--- src/hdl/safe_pkg.sv ---
// ================================================
// Shared widths, bus request/response structs,
// safety mode encoding and the DMR pair table
// ================================================
`default_nettype none

package safe_pkg;

    localparam int unsigned ADDR_W = 32;
    localparam int unsigned DATA_W = 32;

    localparam int unsigned NHARTS = 3;
    localparam int unsigned NPAIRS = 3;

    // Core numbers per pair: 0 = {0,1}, 1 = {1,2}, 2 = {0,2}
    localparam int unsigned PAIR_CORE_A [NPAIRS] = '{0, 1, 0};
    localparam int unsigned PAIR_CORE_B [NPAIRS] = '{1, 2, 2};
    localparam int unsigned PAIR_SPARE  [NPAIRS] = '{2, 0, 1};

    // req leads every request struct, so it always sits in the MSB
    typedef struct packed {
        logic              req;
        logic [ADDR_W-1:0] addr;
    } instr_req_t;

    typedef struct packed {
        logic              req;
        logic              we;
        logic [3:0]        be;
        logic [ADDR_W-1:0] addr;
        logic [DATA_W-1:0] wdata;
    } data_req_t;

    // Shared by instruction and data bus
    typedef struct packed {
        logic              gnt;
        logic              rvalid;
        logic [DATA_W-1:0] rdata;
    } bus_resp_t;

    // Code 2'b11 is not a valid mode
    typedef enum logic [1:0] {
        MODE_INDEP = 2'd0,
        MODE_TMR   = 2'd1,
        MODE_DMR   = 2'd2
    } safe_mode_e;

    typedef struct packed {
        safe_mode_e mode;
        logic [1:0] dmr_pair;
    } mode_cfg_t;

    typedef struct packed {
        logic       tmr_err;
        logic [2:0] tmr_err_id;
        logic       dmr_err;
    } err_status_t;

endpackage

`default_nettype wire

--- src/hdl/tmr_voter.sv ---
// ================================================
// Bitwise three-way majority voter with
// disagreement flag and one-hot odd-core id
// ================================================
`timescale 1ns/1ps
`default_nettype none

module tmr_voter #(
    parameter type payload_t = logic [31:0]
) (
    input  payload_t [2:0] req_i,
    output payload_t       voted_o,
    output logic           error_o,
    output logic [2:0]     error_id_o
);

    localparam int unsigned W = $bits(payload_t);

    logic [W-1:0] a;
    logic [W-1:0] b;
    logic [W-1:0] c;
    logic [W-1:0] maj;
    logic         any_req;
    logic         ab_eq;
    logic         ac_eq;
    logic         bc_eq;

    assign a = req_i[0];
    assign b = req_i[1];
    assign c = req_i[2];

    // Two out of three per bit
    assign maj     = (a & b) | (a & c) | (b & c);
    assign voted_o = payload_t'(maj);

    // Request strobe is the top bit of the payload
    assign any_req = a[W-1] | b[W-1] | c[W-1];
    assign ab_eq   = (a == b);
    assign ac_eq   = (a == c);
    assign bc_eq   = (b == c);
    assign error_o = any_req && !(ab_eq && bc_eq);

    // Name the odd one out; stays zero if all three differ
    always_comb begin
        error_id_o = 3'b000;
        if (error_o) begin
            if (ab_eq) begin
                error_id_o = 3'b100;
            end else if (ac_eq) begin
                error_id_o = 3'b010;
            end else if (bc_eq) begin
                error_id_o = 3'b001;
            end
        end
    end

    // The flagged core must be the one that lost the vote
    always_comb begin
        assert #0 ($onehot0(error_id_o) &&
                   !((error_id_o[0] && a == maj) ||
                     (error_id_o[1] && b == maj) ||
                     (error_id_o[2] && c == maj)))
            else $error("tmr_voter: error id %b does not name the odd core", error_id_o);
    end

endmodule

`default_nettype wire

--- src/hdl/dmr_comparator.sv ---
// ================================================
// Two-way request comparator, forwards the
// first request and flags any mismatch
// ================================================
`timescale 1ns/1ps
`default_nettype none

module dmr_comparator #(
    parameter type payload_t = logic [31:0]
) (
    input  payload_t req_a_i,
    input  payload_t req_b_i,
    output payload_t fwd_o,
    output logic     mismatch_o
);

    localparam int unsigned W = $bits(payload_t);

    logic [W-1:0] a;
    logic [W-1:0] b;

    assign a = req_a_i;
    assign b = req_b_i;

    // First core of the pair drives the port
    assign fwd_o = req_a_i;

    // Only compare while one of them is actually requesting
    assign mismatch_o = (a[W-1] | b[W-1]) && (a != b);

endmodule

`default_nettype wire

--- src/hdl/safety_bus_mux.sv ---
// ================================================
// Request/response routing between cores and
// system bus ports for INDEP, TMR and DMR modes
// ================================================
`timescale 1ns/1ps
`default_nettype none

module safety_bus_mux
    import safe_pkg::*;
(
    input  mode_cfg_t                cfg_i,

    // Raw core requests
    input  instr_req_t [NHARTS-1:0]  core_instr_req_i,
    input  data_req_t  [NHARTS-1:0]  core_data_req_i,

    // Voted and compared requests
    input  instr_req_t               voted_instr_i,
    input  data_req_t                voted_data_i,
    input  instr_req_t [NPAIRS-1:0]  cmp_instr_i,
    input  data_req_t  [NPAIRS-1:0]  cmp_data_i,

    // System bus side
    input  bus_resp_t  [NHARTS-1:0]  port_instr_resp_i,
    input  bus_resp_t  [NHARTS-1:0]  port_data_resp_i,
    output instr_req_t [NHARTS-1:0]  port_instr_req_o,
    output data_req_t  [NHARTS-1:0]  port_data_req_o,

    // Back to the cores
    output bus_resp_t  [NHARTS-1:0]  core_instr_resp_o,
    output bus_resp_t  [NHARTS-1:0]  core_data_resp_o
);

    int unsigned pair;

    // Pair code 3 falls back to pair 2
    assign pair = (cfg_i.dmr_pair == 2'd3) ? 2 : int'(cfg_i.dmr_pair);

    always_comb begin
        port_instr_req_o  = '0;
        port_data_req_o   = '0;
        core_instr_resp_o = '0;
        core_data_resp_o  = '0;

        unique case (cfg_i.mode)
            MODE_TMR: begin
                // Port 0 only, everybody sees its response
                port_instr_req_o[0] = voted_instr_i;
                port_data_req_o[0]  = voted_data_i;
                for (int i = 0; i < NHARTS; i++) begin
                    core_instr_resp_o[i] = port_instr_resp_i[0];
                    core_data_resp_o[i]  = port_data_resp_i[0];
                end
            end

            MODE_DMR: begin
                port_instr_req_o[0] = cmp_instr_i[pair];
                port_data_req_o[0]  = cmp_data_i[pair];
                // Spare core runs alone on port 1
                port_instr_req_o[1] = core_instr_req_i[PAIR_SPARE[pair]];
                port_data_req_o[1]  = core_data_req_i[PAIR_SPARE[pair]];

                core_instr_resp_o[PAIR_CORE_A[pair]] = port_instr_resp_i[0];
                core_instr_resp_o[PAIR_CORE_B[pair]] = port_instr_resp_i[0];
                core_instr_resp_o[PAIR_SPARE[pair]]  = port_instr_resp_i[1];

                core_data_resp_o[PAIR_CORE_A[pair]] = port_data_resp_i[0];
                core_data_resp_o[PAIR_CORE_B[pair]] = port_data_resp_i[0];
                core_data_resp_o[PAIR_SPARE[pair]]  = port_data_resp_i[1];
            end

            default: begin
                // Independent, straight through
                port_instr_req_o  = core_instr_req_i;
                port_data_req_o   = core_data_req_i;
                core_instr_resp_o = port_instr_resp_i;
                core_data_resp_o  = port_data_resp_i;
            end
        endcase
    end

    // Port 2 must stay quiet in both redundant modes
    always_comb begin
        assert #0 (cfg_i.mode == MODE_INDEP ||
                   (!port_instr_req_o[2].req && !port_data_req_o[2].req))
            else $error("safety_bus_mux: port 2 active in mode %0d", cfg_i.mode);
    end

endmodule

`default_nettype wire

--- src/hdl/safe_mode_ctrl.sv ---
// ================================================
// Mode configuration register and sticky
// TMR/DMR error status
// ================================================
`timescale 1ns/1ps
`default_nettype none

module safe_mode_ctrl
    import safe_pkg::*;
(
    input  logic        clk_i,
    input  logic        arst_n_i,
    input  logic        cfg_load_i,
    input  mode_cfg_t   cfg_i,
    input  logic        err_clear_i,
    input  logic        tmr_instr_err_i,
    input  logic        tmr_data_err_i,
    input  logic [2:0]  tmr_instr_id_i,
    input  logic [2:0]  tmr_data_id_i,
    input  logic [2:0]  pair_instr_mismatch_i,
    input  logic [2:0]  pair_data_mismatch_i,
    output mode_cfg_t   cfg_o,
    output err_status_t err_status_o
);

    mode_cfg_t   cfg_q;
    err_status_t status_q;
    logic        tmr_hit;
    logic        dmr_hit;
    logic [2:0]  tmr_id;

    always_ff @(posedge clk_i or negedge arst_n_i) begin
        if (!arst_n_i) begin
            cfg_q.mode     <= MODE_INDEP;
            cfg_q.dmr_pair <= 2'd0;
        end else if (cfg_load_i) begin
            cfg_q.mode     <= cfg_i.mode;
            cfg_q.dmr_pair <= (cfg_i.dmr_pair == 2'd3) ? 2'd2 : cfg_i.dmr_pair;
        end
    end

    assign tmr_hit = (cfg_q.mode == MODE_TMR) && (tmr_instr_err_i || tmr_data_err_i);
    // Instruction voter wins a tie
    assign tmr_id  = tmr_instr_err_i ? tmr_instr_id_i : tmr_data_id_i;
    assign dmr_hit = (cfg_q.mode == MODE_DMR) &&
                     (pair_instr_mismatch_i[cfg_q.dmr_pair] ||
                      pair_data_mismatch_i[cfg_q.dmr_pair]);

    always_ff @(posedge clk_i or negedge arst_n_i) begin
        if (!arst_n_i) begin
            status_q <= '0;
        end else if (err_clear_i) begin
            status_q <= '0;
        end else begin
            if (tmr_hit) begin
                status_q.tmr_err <= 1'b1;
            end
            // Keep the id of the first fault only
            if (tmr_hit && !status_q.tmr_err) begin
                status_q.tmr_err_id <= tmr_id;
            end
            if (dmr_hit) begin
                status_q.dmr_err <= 1'b1;
            end
        end
    end

    assign cfg_o        = cfg_q;
    assign err_status_o = status_q;

    a_mode_legal: assert property (@(posedge clk_i) disable iff (!arst_n_i)
        cfg_q.mode inside {MODE_INDEP, MODE_TMR, MODE_DMR})
        else $error("safe_mode_ctrl: illegal mode stored");

endmodule

`default_nettype wire

--- src/hdl/safe_lockstep_top.sv ---
// ================================================
// Lockstep bus wrapper top: voters, pair
// comparators, bus multiplexer and control
// ================================================
`timescale 1ns/1ps
`default_nettype none

module safe_lockstep_top
    import safe_pkg::*;
(
    input  logic                     clk_i,
    input  logic                     arst_n_i,

    // Configuration and status
    input  logic                     cfg_load_i,
    input  mode_cfg_t                cfg_i,
    input  logic                     err_clear_i,
    output mode_cfg_t                cfg_o,
    output err_status_t              err_status_o,

    // Core side
    input  instr_req_t [NHARTS-1:0]  core_instr_req_i,
    input  data_req_t  [NHARTS-1:0]  core_data_req_i,
    output bus_resp_t  [NHARTS-1:0]  core_instr_resp_o,
    output bus_resp_t  [NHARTS-1:0]  core_data_resp_o,

    // System bus side
    output instr_req_t [NHARTS-1:0]  port_instr_req_o,
    output data_req_t  [NHARTS-1:0]  port_data_req_o,
    input  bus_resp_t  [NHARTS-1:0]  port_instr_resp_i,
    input  bus_resp_t  [NHARTS-1:0]  port_data_resp_i
);

    instr_req_t              voted_instr;
    data_req_t               voted_data;
    logic                    tmr_instr_err;
    logic                    tmr_data_err;
    logic [2:0]              tmr_instr_id;
    logic [2:0]              tmr_data_id;
    instr_req_t [NPAIRS-1:0] cmp_instr;
    data_req_t  [NPAIRS-1:0] cmp_data;
    logic       [NPAIRS-1:0] pair_instr_mismatch;
    logic       [NPAIRS-1:0] pair_data_mismatch;

    safe_mode_ctrl u_safe_mode_ctrl (
        .clk_i                 (clk_i),
        .arst_n_i              (arst_n_i),
        .cfg_load_i            (cfg_load_i),
        .cfg_i                 (cfg_i),
        .err_clear_i           (err_clear_i),
        .tmr_instr_err_i       (tmr_instr_err),
        .tmr_data_err_i        (tmr_data_err),
        .tmr_instr_id_i        (tmr_instr_id),
        .tmr_data_id_i         (tmr_data_id),
        .pair_instr_mismatch_i (pair_instr_mismatch),
        .pair_data_mismatch_i  (pair_data_mismatch),
        .cfg_o                 (cfg_o),
        .err_status_o          (err_status_o)
    );

    tmr_voter #(.payload_t(instr_req_t)) u_tmr_voter_instr (
        .req_i      (core_instr_req_i),
        .voted_o    (voted_instr),
        .error_o    (tmr_instr_err),
        .error_id_o (tmr_instr_id)
    );

    tmr_voter #(.payload_t(data_req_t)) u_tmr_voter_data (
        .req_i      (core_data_req_i),
        .voted_o    (voted_data),
        .error_o    (tmr_data_err),
        .error_id_o (tmr_data_id)
    );

    // One instruction and one data comparator per core pair
    for (genvar p = 0; p < NPAIRS; p++) begin : pair_cmp
        dmr_comparator #(.payload_t(instr_req_t)) u_cmp_instr (
            .req_a_i    (core_instr_req_i[PAIR_CORE_A[p]]),
            .req_b_i    (core_instr_req_i[PAIR_CORE_B[p]]),
            .fwd_o      (cmp_instr[p]),
            .mismatch_o (pair_instr_mismatch[p])
        );

        dmr_comparator #(.payload_t(data_req_t)) u_cmp_data (
            .req_a_i    (core_data_req_i[PAIR_CORE_A[p]]),
            .req_b_i    (core_data_req_i[PAIR_CORE_B[p]]),
            .fwd_o      (cmp_data[p]),
            .mismatch_o (pair_data_mismatch[p])
        );
    end

    safety_bus_mux u_safety_bus_mux (
        .cfg_i             (cfg_o),
        .core_instr_req_i  (core_instr_req_i),
        .core_data_req_i   (core_data_req_i),
        .voted_instr_i     (voted_instr),
        .voted_data_i      (voted_data),
        .cmp_instr_i       (cmp_instr),
        .cmp_data_i        (cmp_data),
        .port_instr_resp_i (port_instr_resp_i),
        .port_data_resp_i  (port_data_resp_i),
        .port_instr_req_o  (port_instr_req_o),
        .port_data_req_o   (port_data_req_o),
        .core_instr_resp_o (core_instr_resp_o),
        .core_data_resp_o  (core_data_resp_o)
    );

endmodule

`default_nettype wire

--- config.mk ---
export PLATFORM = sky130hd
export DESIGN_NAME = safe_lockstep_top
export DESIGN_NICKNAME = d
export VERILOG_FILES = /design/src/hdl/safe_pkg.sv /design/src/hdl/tmr_voter.sv /design/src/hdl/dmr_comparator.sv /design/src/hdl/safety_bus_mux.sv /design/src/hdl/safe_mode_ctrl.sv /design/src/hdl/safe_lockstep_top.sv
export SDC_FILE = /design/constraint.sdc
export NUM_CORES = 1
export LEC_CHECK = 0
export ABC_CLOCK_PERIOD_IN_PS = 3700
export BUFFER_PORTS_ARGS = -buffer_cell sky130_fd_sc_hd__buf_4
export CORE_AREA = 4 4 399 401
export DETAILED_ROUTE_END_ITERATION = 8
export DIE_AREA = 0 0 403 405
export PLACE_DENSITY = 0.3
export SLEW_MARGIN = 25
export SYNTH_ARGS = -nofsm -noshare
export SYNTH_HDL_FRONTEND = slang
export SYNTH_SLANG_ARGS = --single-unit
--- constraint.sdc ---
create_clock -name clk_i -period 3.7 [get_ports clk_i]
set_input_delay 0 -clock clk_i [delete_from_list [all_inputs] [get_ports clk_i]]
set_output_delay 0 -clock clk_i [all_outputs]
set_load 0.1 [all_outputs]
==> results.py <==
metrics = {
    "power": {
        "internal_power_w": 0.00345,
        "ir_worst_vdd_uv": 225,
        "seq_power_share_pct": 0.9,
        "power_density_mw_per_mm2": 489,
        "netSwitchingFraction_pct": 75.4,
        "p_sw_w": 0.0106,
        "leakage_nw": 13.1,
        "combinationalPowerShare_pct": 97.6,
        "p_clk_share_pct": 1.4,
    },
    "worst_setup_path": {
        "cpMostUsedCell": "buf_4",
        "r2r_start": "u_safe_mode_ctrl.cfg_o[3]$_DFFE_PN0P_",
        "path_cells": "buf_4, ha_1, nor4_1, buf_4, nand4_1, or4_1, nor4_2, buf_4, a21oi_2, or4b_1, o41ai_1",
        "crit_path_end_kind": "flop",
        "path_class": "input port to flop",
        "worstReg2RegEnd": "u_safe_mode_ctrl.err_status_o[1]$_DFFE_PN0P_",
        "cp_slowest_cell": "or4_1",
        "reg2reg_depth": 8,
        "startpoint_type": "input port",
        "required_ps": 3820,
        "max_stage_delay_ps": 700,
        "reg2reg_slack_ps": 1640,
        "path_max_fanout": 5,
        "arrival_ps": 3220,
    },
    "timing": {
        "fmaxAchievable_mhz": 323,
        "max_slew_margin_pct": 21.0,
        "worst_pin_slew_ps": 1190,
        "fin_crit_sh_pct": 83.7,
        "final.min_clock_period_ps": 3100,
        "finalHoldViolCount": 0,
        "rsz0062_at_grt": "false",
        "slew_viol_final": 0,
        "finalSetupViolCount": 0,
        "fin_ws_ps": 605,
        "skew_ps": 6.32,
    },
    "final_layout": {
        "drive_gt1_share_pct": 39.4,
        "nets": 4074,
        "fin_util_pct": 18.4,
        "final_cells": 5301,
        "mostFrequentLayoutCells": "1089 x buf_4, 409 x a22o_1, 315 x ha_1",
        "fillCellCount": 17700,
        "syn_to_final_growth_pct": 62.4,
        "layout_commonest_cell": "buf_4",
        "stdcell_area_mm2": 0.0287,
    },
    "clock_network": {
        "clk_latency_ps": 240,
        "cts.sinks": 9,
        "cts_max_level": 1,
        "cts_repair_resize_count": 0,
        "cts_buffer_depth": 2,
        "tritoncts": "yes",
        "path_clk_slew_ps": 50,
        "cts_buffers": 3,
        "cts_root_buf": "clkbuf_16",
    },
    "die": {
        "die_h_um": 405,
        "ios": 1043,
        "row_count": 145,
        "die_w_um": 403,
        "core_mm2": 0.156,
        "floorplan.initialDensity_pct": 11.3,
        "dieArea_mm2": 0.163,
    },
    "routing": {
        "routedWlPerCell_um": 30.1,
        "firstDrtPassIters": 5,
        "drc": 0,
        "vias_per_cell": 4.55,
        "vias": 24100,
        "antenna_left": 0,
        "drt_iter0_drc": 1550,
        "routed_wirelength_um": 160000,
    },
    "worst_hold_path": {
        "min_from": "cfg_i[2]",
        "min_to": "u_safe_mode_ctrl.cfg_o[2]$_DFFE_PN0P_",
        "whs_path_depth": 3,
        "hold_path.class": "input port to flop",
    },
    "synthesis": {
        "synth_area_mm2": 0.0176,
        "syn_inst": 2349,
        "yosysSeqAreaShare_pct": 1.28,
        "yosys_warnings": 0,
        "syn_nets": 3187,
        "ys_types": 41,
        "avgSynthCellArea_um2": 7.51,
        "ys_ff_latch": 9,
    },
    "outcome": {
        "status": "finished, final reports clean",
    },
    "flow_run": {
        "cap_violations": 0,
    },
    "global_routing": {
        "grtUsageTotal_pct": 18.3,
        "grt_pass1_wl_um": 213000,
        "grt_pass1_vias": 23500,
        "antenna_found_initial": 51,
        "grt_max_degree": 174,
        "gr-total-overflow": 0,
    },
    "placed_design": {
        "placed_cells": 5285,
        "placed_area_mm2": 0.0285,
        "place_ws_ps": 281,
        "dpl.hpwl_um": 132000,
        "portBuffers": 1042,
        "gp_congestion": 0.838,
    },
}
-- worst max-delay path, delay by kind of cell --
family / cells / cell delay, ps
buffers and inverters: 3 / 570
AO/OA/AOI/OAI: 2 / 140
AND/OR/NAND/NOR: 5 / 2090
adder cells (fa/ha/maj): 1 / 410
-- flip-flops by register name, indices dropped and copies added, names as in the netlist --
name and cells:
u_safe_mode_ctrl.err_status_o 5, u_safe_mode_ctrl.cfg_o 4
-- stage by stage --
stage | setup TNS [ps] | power [W] | hold slack [ps]
floorplan | -931 | 0.00979 | -296
CTS | 0 | 0.0142 | 11.7
global route | 0 | 0.0145 | 26.9
detailed placement | 0 | 0.0139 | -141
global placement | 0 | 0.0139 | -140
finish | 0 | 0.0140 | 12.6
-- power by group through the flow --
| stage | registers, W | logic (W) | clock network, W |
|---|---|---|---|
| final | 0.000127 | 0.0137 | 0.000203 |
| after detailed placement | 0.000130 | 0.0138 | 0 |
| after global placement | 0.000129 | 0.0138 | 0 |
| after floorplan | 0.000179 | 0.00961 | 0 |
| after CTS | 0.000128 | 0.0138 | 0.000209 |
| after global routing | 0.000129 | 0.0142 | 0.000212 |
-- cell families after synthesis --
family / synth area share (%)
buf+inv: 7.04
compound gates: 43.6
mux: 10.2
simple gates: 15.4
fa+ha+maj: 22.5
flops: 1.28
-- synthesized netlist by cell type --
cell | n | area share [%]
nand2_1 | 179 | 3.8
o21a_1 | 1 | 0.043
o41ai_1 | 2 | 0.099
a21oi_2 | 1 | 0.050
a21boi_0 | 1 | 0.043
or2_2 | 2 | 0.071
a41oi_1 | 1 | 0.050
clkbuf_1 | 234 | 5.0
nor2b_1 | 2 | 0.071
buf_1 | 15 | 0.32
or4b_1 | 1 | 0.057
a221o_1 | 170 | 9.6
or4_4 | 1 | 0.064
a211oi_1 | 2 | 0.085
or4_1 | 4 | 0.17
mux2i_1 | 103 | 5.8
o22ai_1 | 5 | 0.18
nand3b_1 | 1 | 0.043
o221ai_1 | 1 | 0.050
a21oi_1 | 72 | 2.0
nand4_1 | 17 | 0.60
a31oi_1 | 2 | 0.071
or3_1 | 3 | 0.11
mux2_2 | 68 | 4.3
o31a_1 | 2 | 0.099
inv_2 | 1 | 0.021
a22o_1 | 409 | 20
a21o_1 | 1 | 0.043
a221oi_1 | 68 | 3.4
dfrtp_1 | 9 | 1.3
nor4_2 | 2 | 0.14
o21ai_0 | 107 | 3.0
ha_1 | 317 | 22
nor2_1 | 179 | 3.8
o31ai_1 | 103 | 4.4
nor4_1 | 71 | 2.5
and2_1 | 104 | 3.7
nor3_1 | 4 | 0.11
nor4_4 | 1 | 0.12
nand3_1 | 2 | 0.057
inv_1 | 81 | 1.7
-- layer usage --
| layer | track usage, % | vias to the layer above | wire [µm] | part of all wire (%) |
|---|---|---|---|---|
| met3 | 3.89 | 96 | 9740 | 6.1 |
| met1 | 22.8 | 12000 | 67200 | 42 |
| met5 | 0 | - | 51 | 0.032 |
| met2 | 33.6 | 839 | 80900 | 51 |
| li1 | - | 11200 | - | - |
| met4 | 1.52 | 8 | 1850 | 1.2 |
-- worst max-delay path by stage --
stage                                                from                                      endpoint  slack [ps]
detailed placement                    core_data_req_i[85]  u_safe_mode_ctrl.err_status_o[1]$_DFFE_PN0P_         280
finish                                core_data_req_i[85]  u_safe_mode_ctrl.err_status_o[1]$_DFFE_PN0P_         600
global placement                      core_data_req_i[21]  u_safe_mode_ctrl.err_status_o[1]$_DFFE_PN0P_         270
CTS                                   core_data_req_i[21]  u_safe_mode_ctrl.err_status_o[1]$_DFFE_PN0P_         510
global route                          core_data_req_i[21]  u_safe_mode_ctrl.err_status_o[1]$_DFFE_PN0P_         440
floorplan           u_safe_mode_ctrl.cfg_o[1]$_DFFE_PN0P_                         core_instr_resp_o[94]         -80
-- cell type report --
| type | instances | area (µm²) | share of cell area (%) |
|---|---|---|---|
| repair buffers | 1131 | 8980 | 31.3 |
| diodes | 8 | 20.0 | 0.0698 |
| multi-input cells | 2009 | 16500 | 57.5 |
| flip-flops and latches | 9 | 233 | 0.812 |
| clock buffers | 4 | 78.8 | 0.275 |
| well taps | 2058 | 2570 | 8.98 |
| inverters | 82 | 308 | 1.07 |
-- what timing repair did --
action                    CTS  global route
hold endpoints to repair   14             0
hold buffers                4             0
setup buffers               0             0
Power figures use the tool's default switching activity.
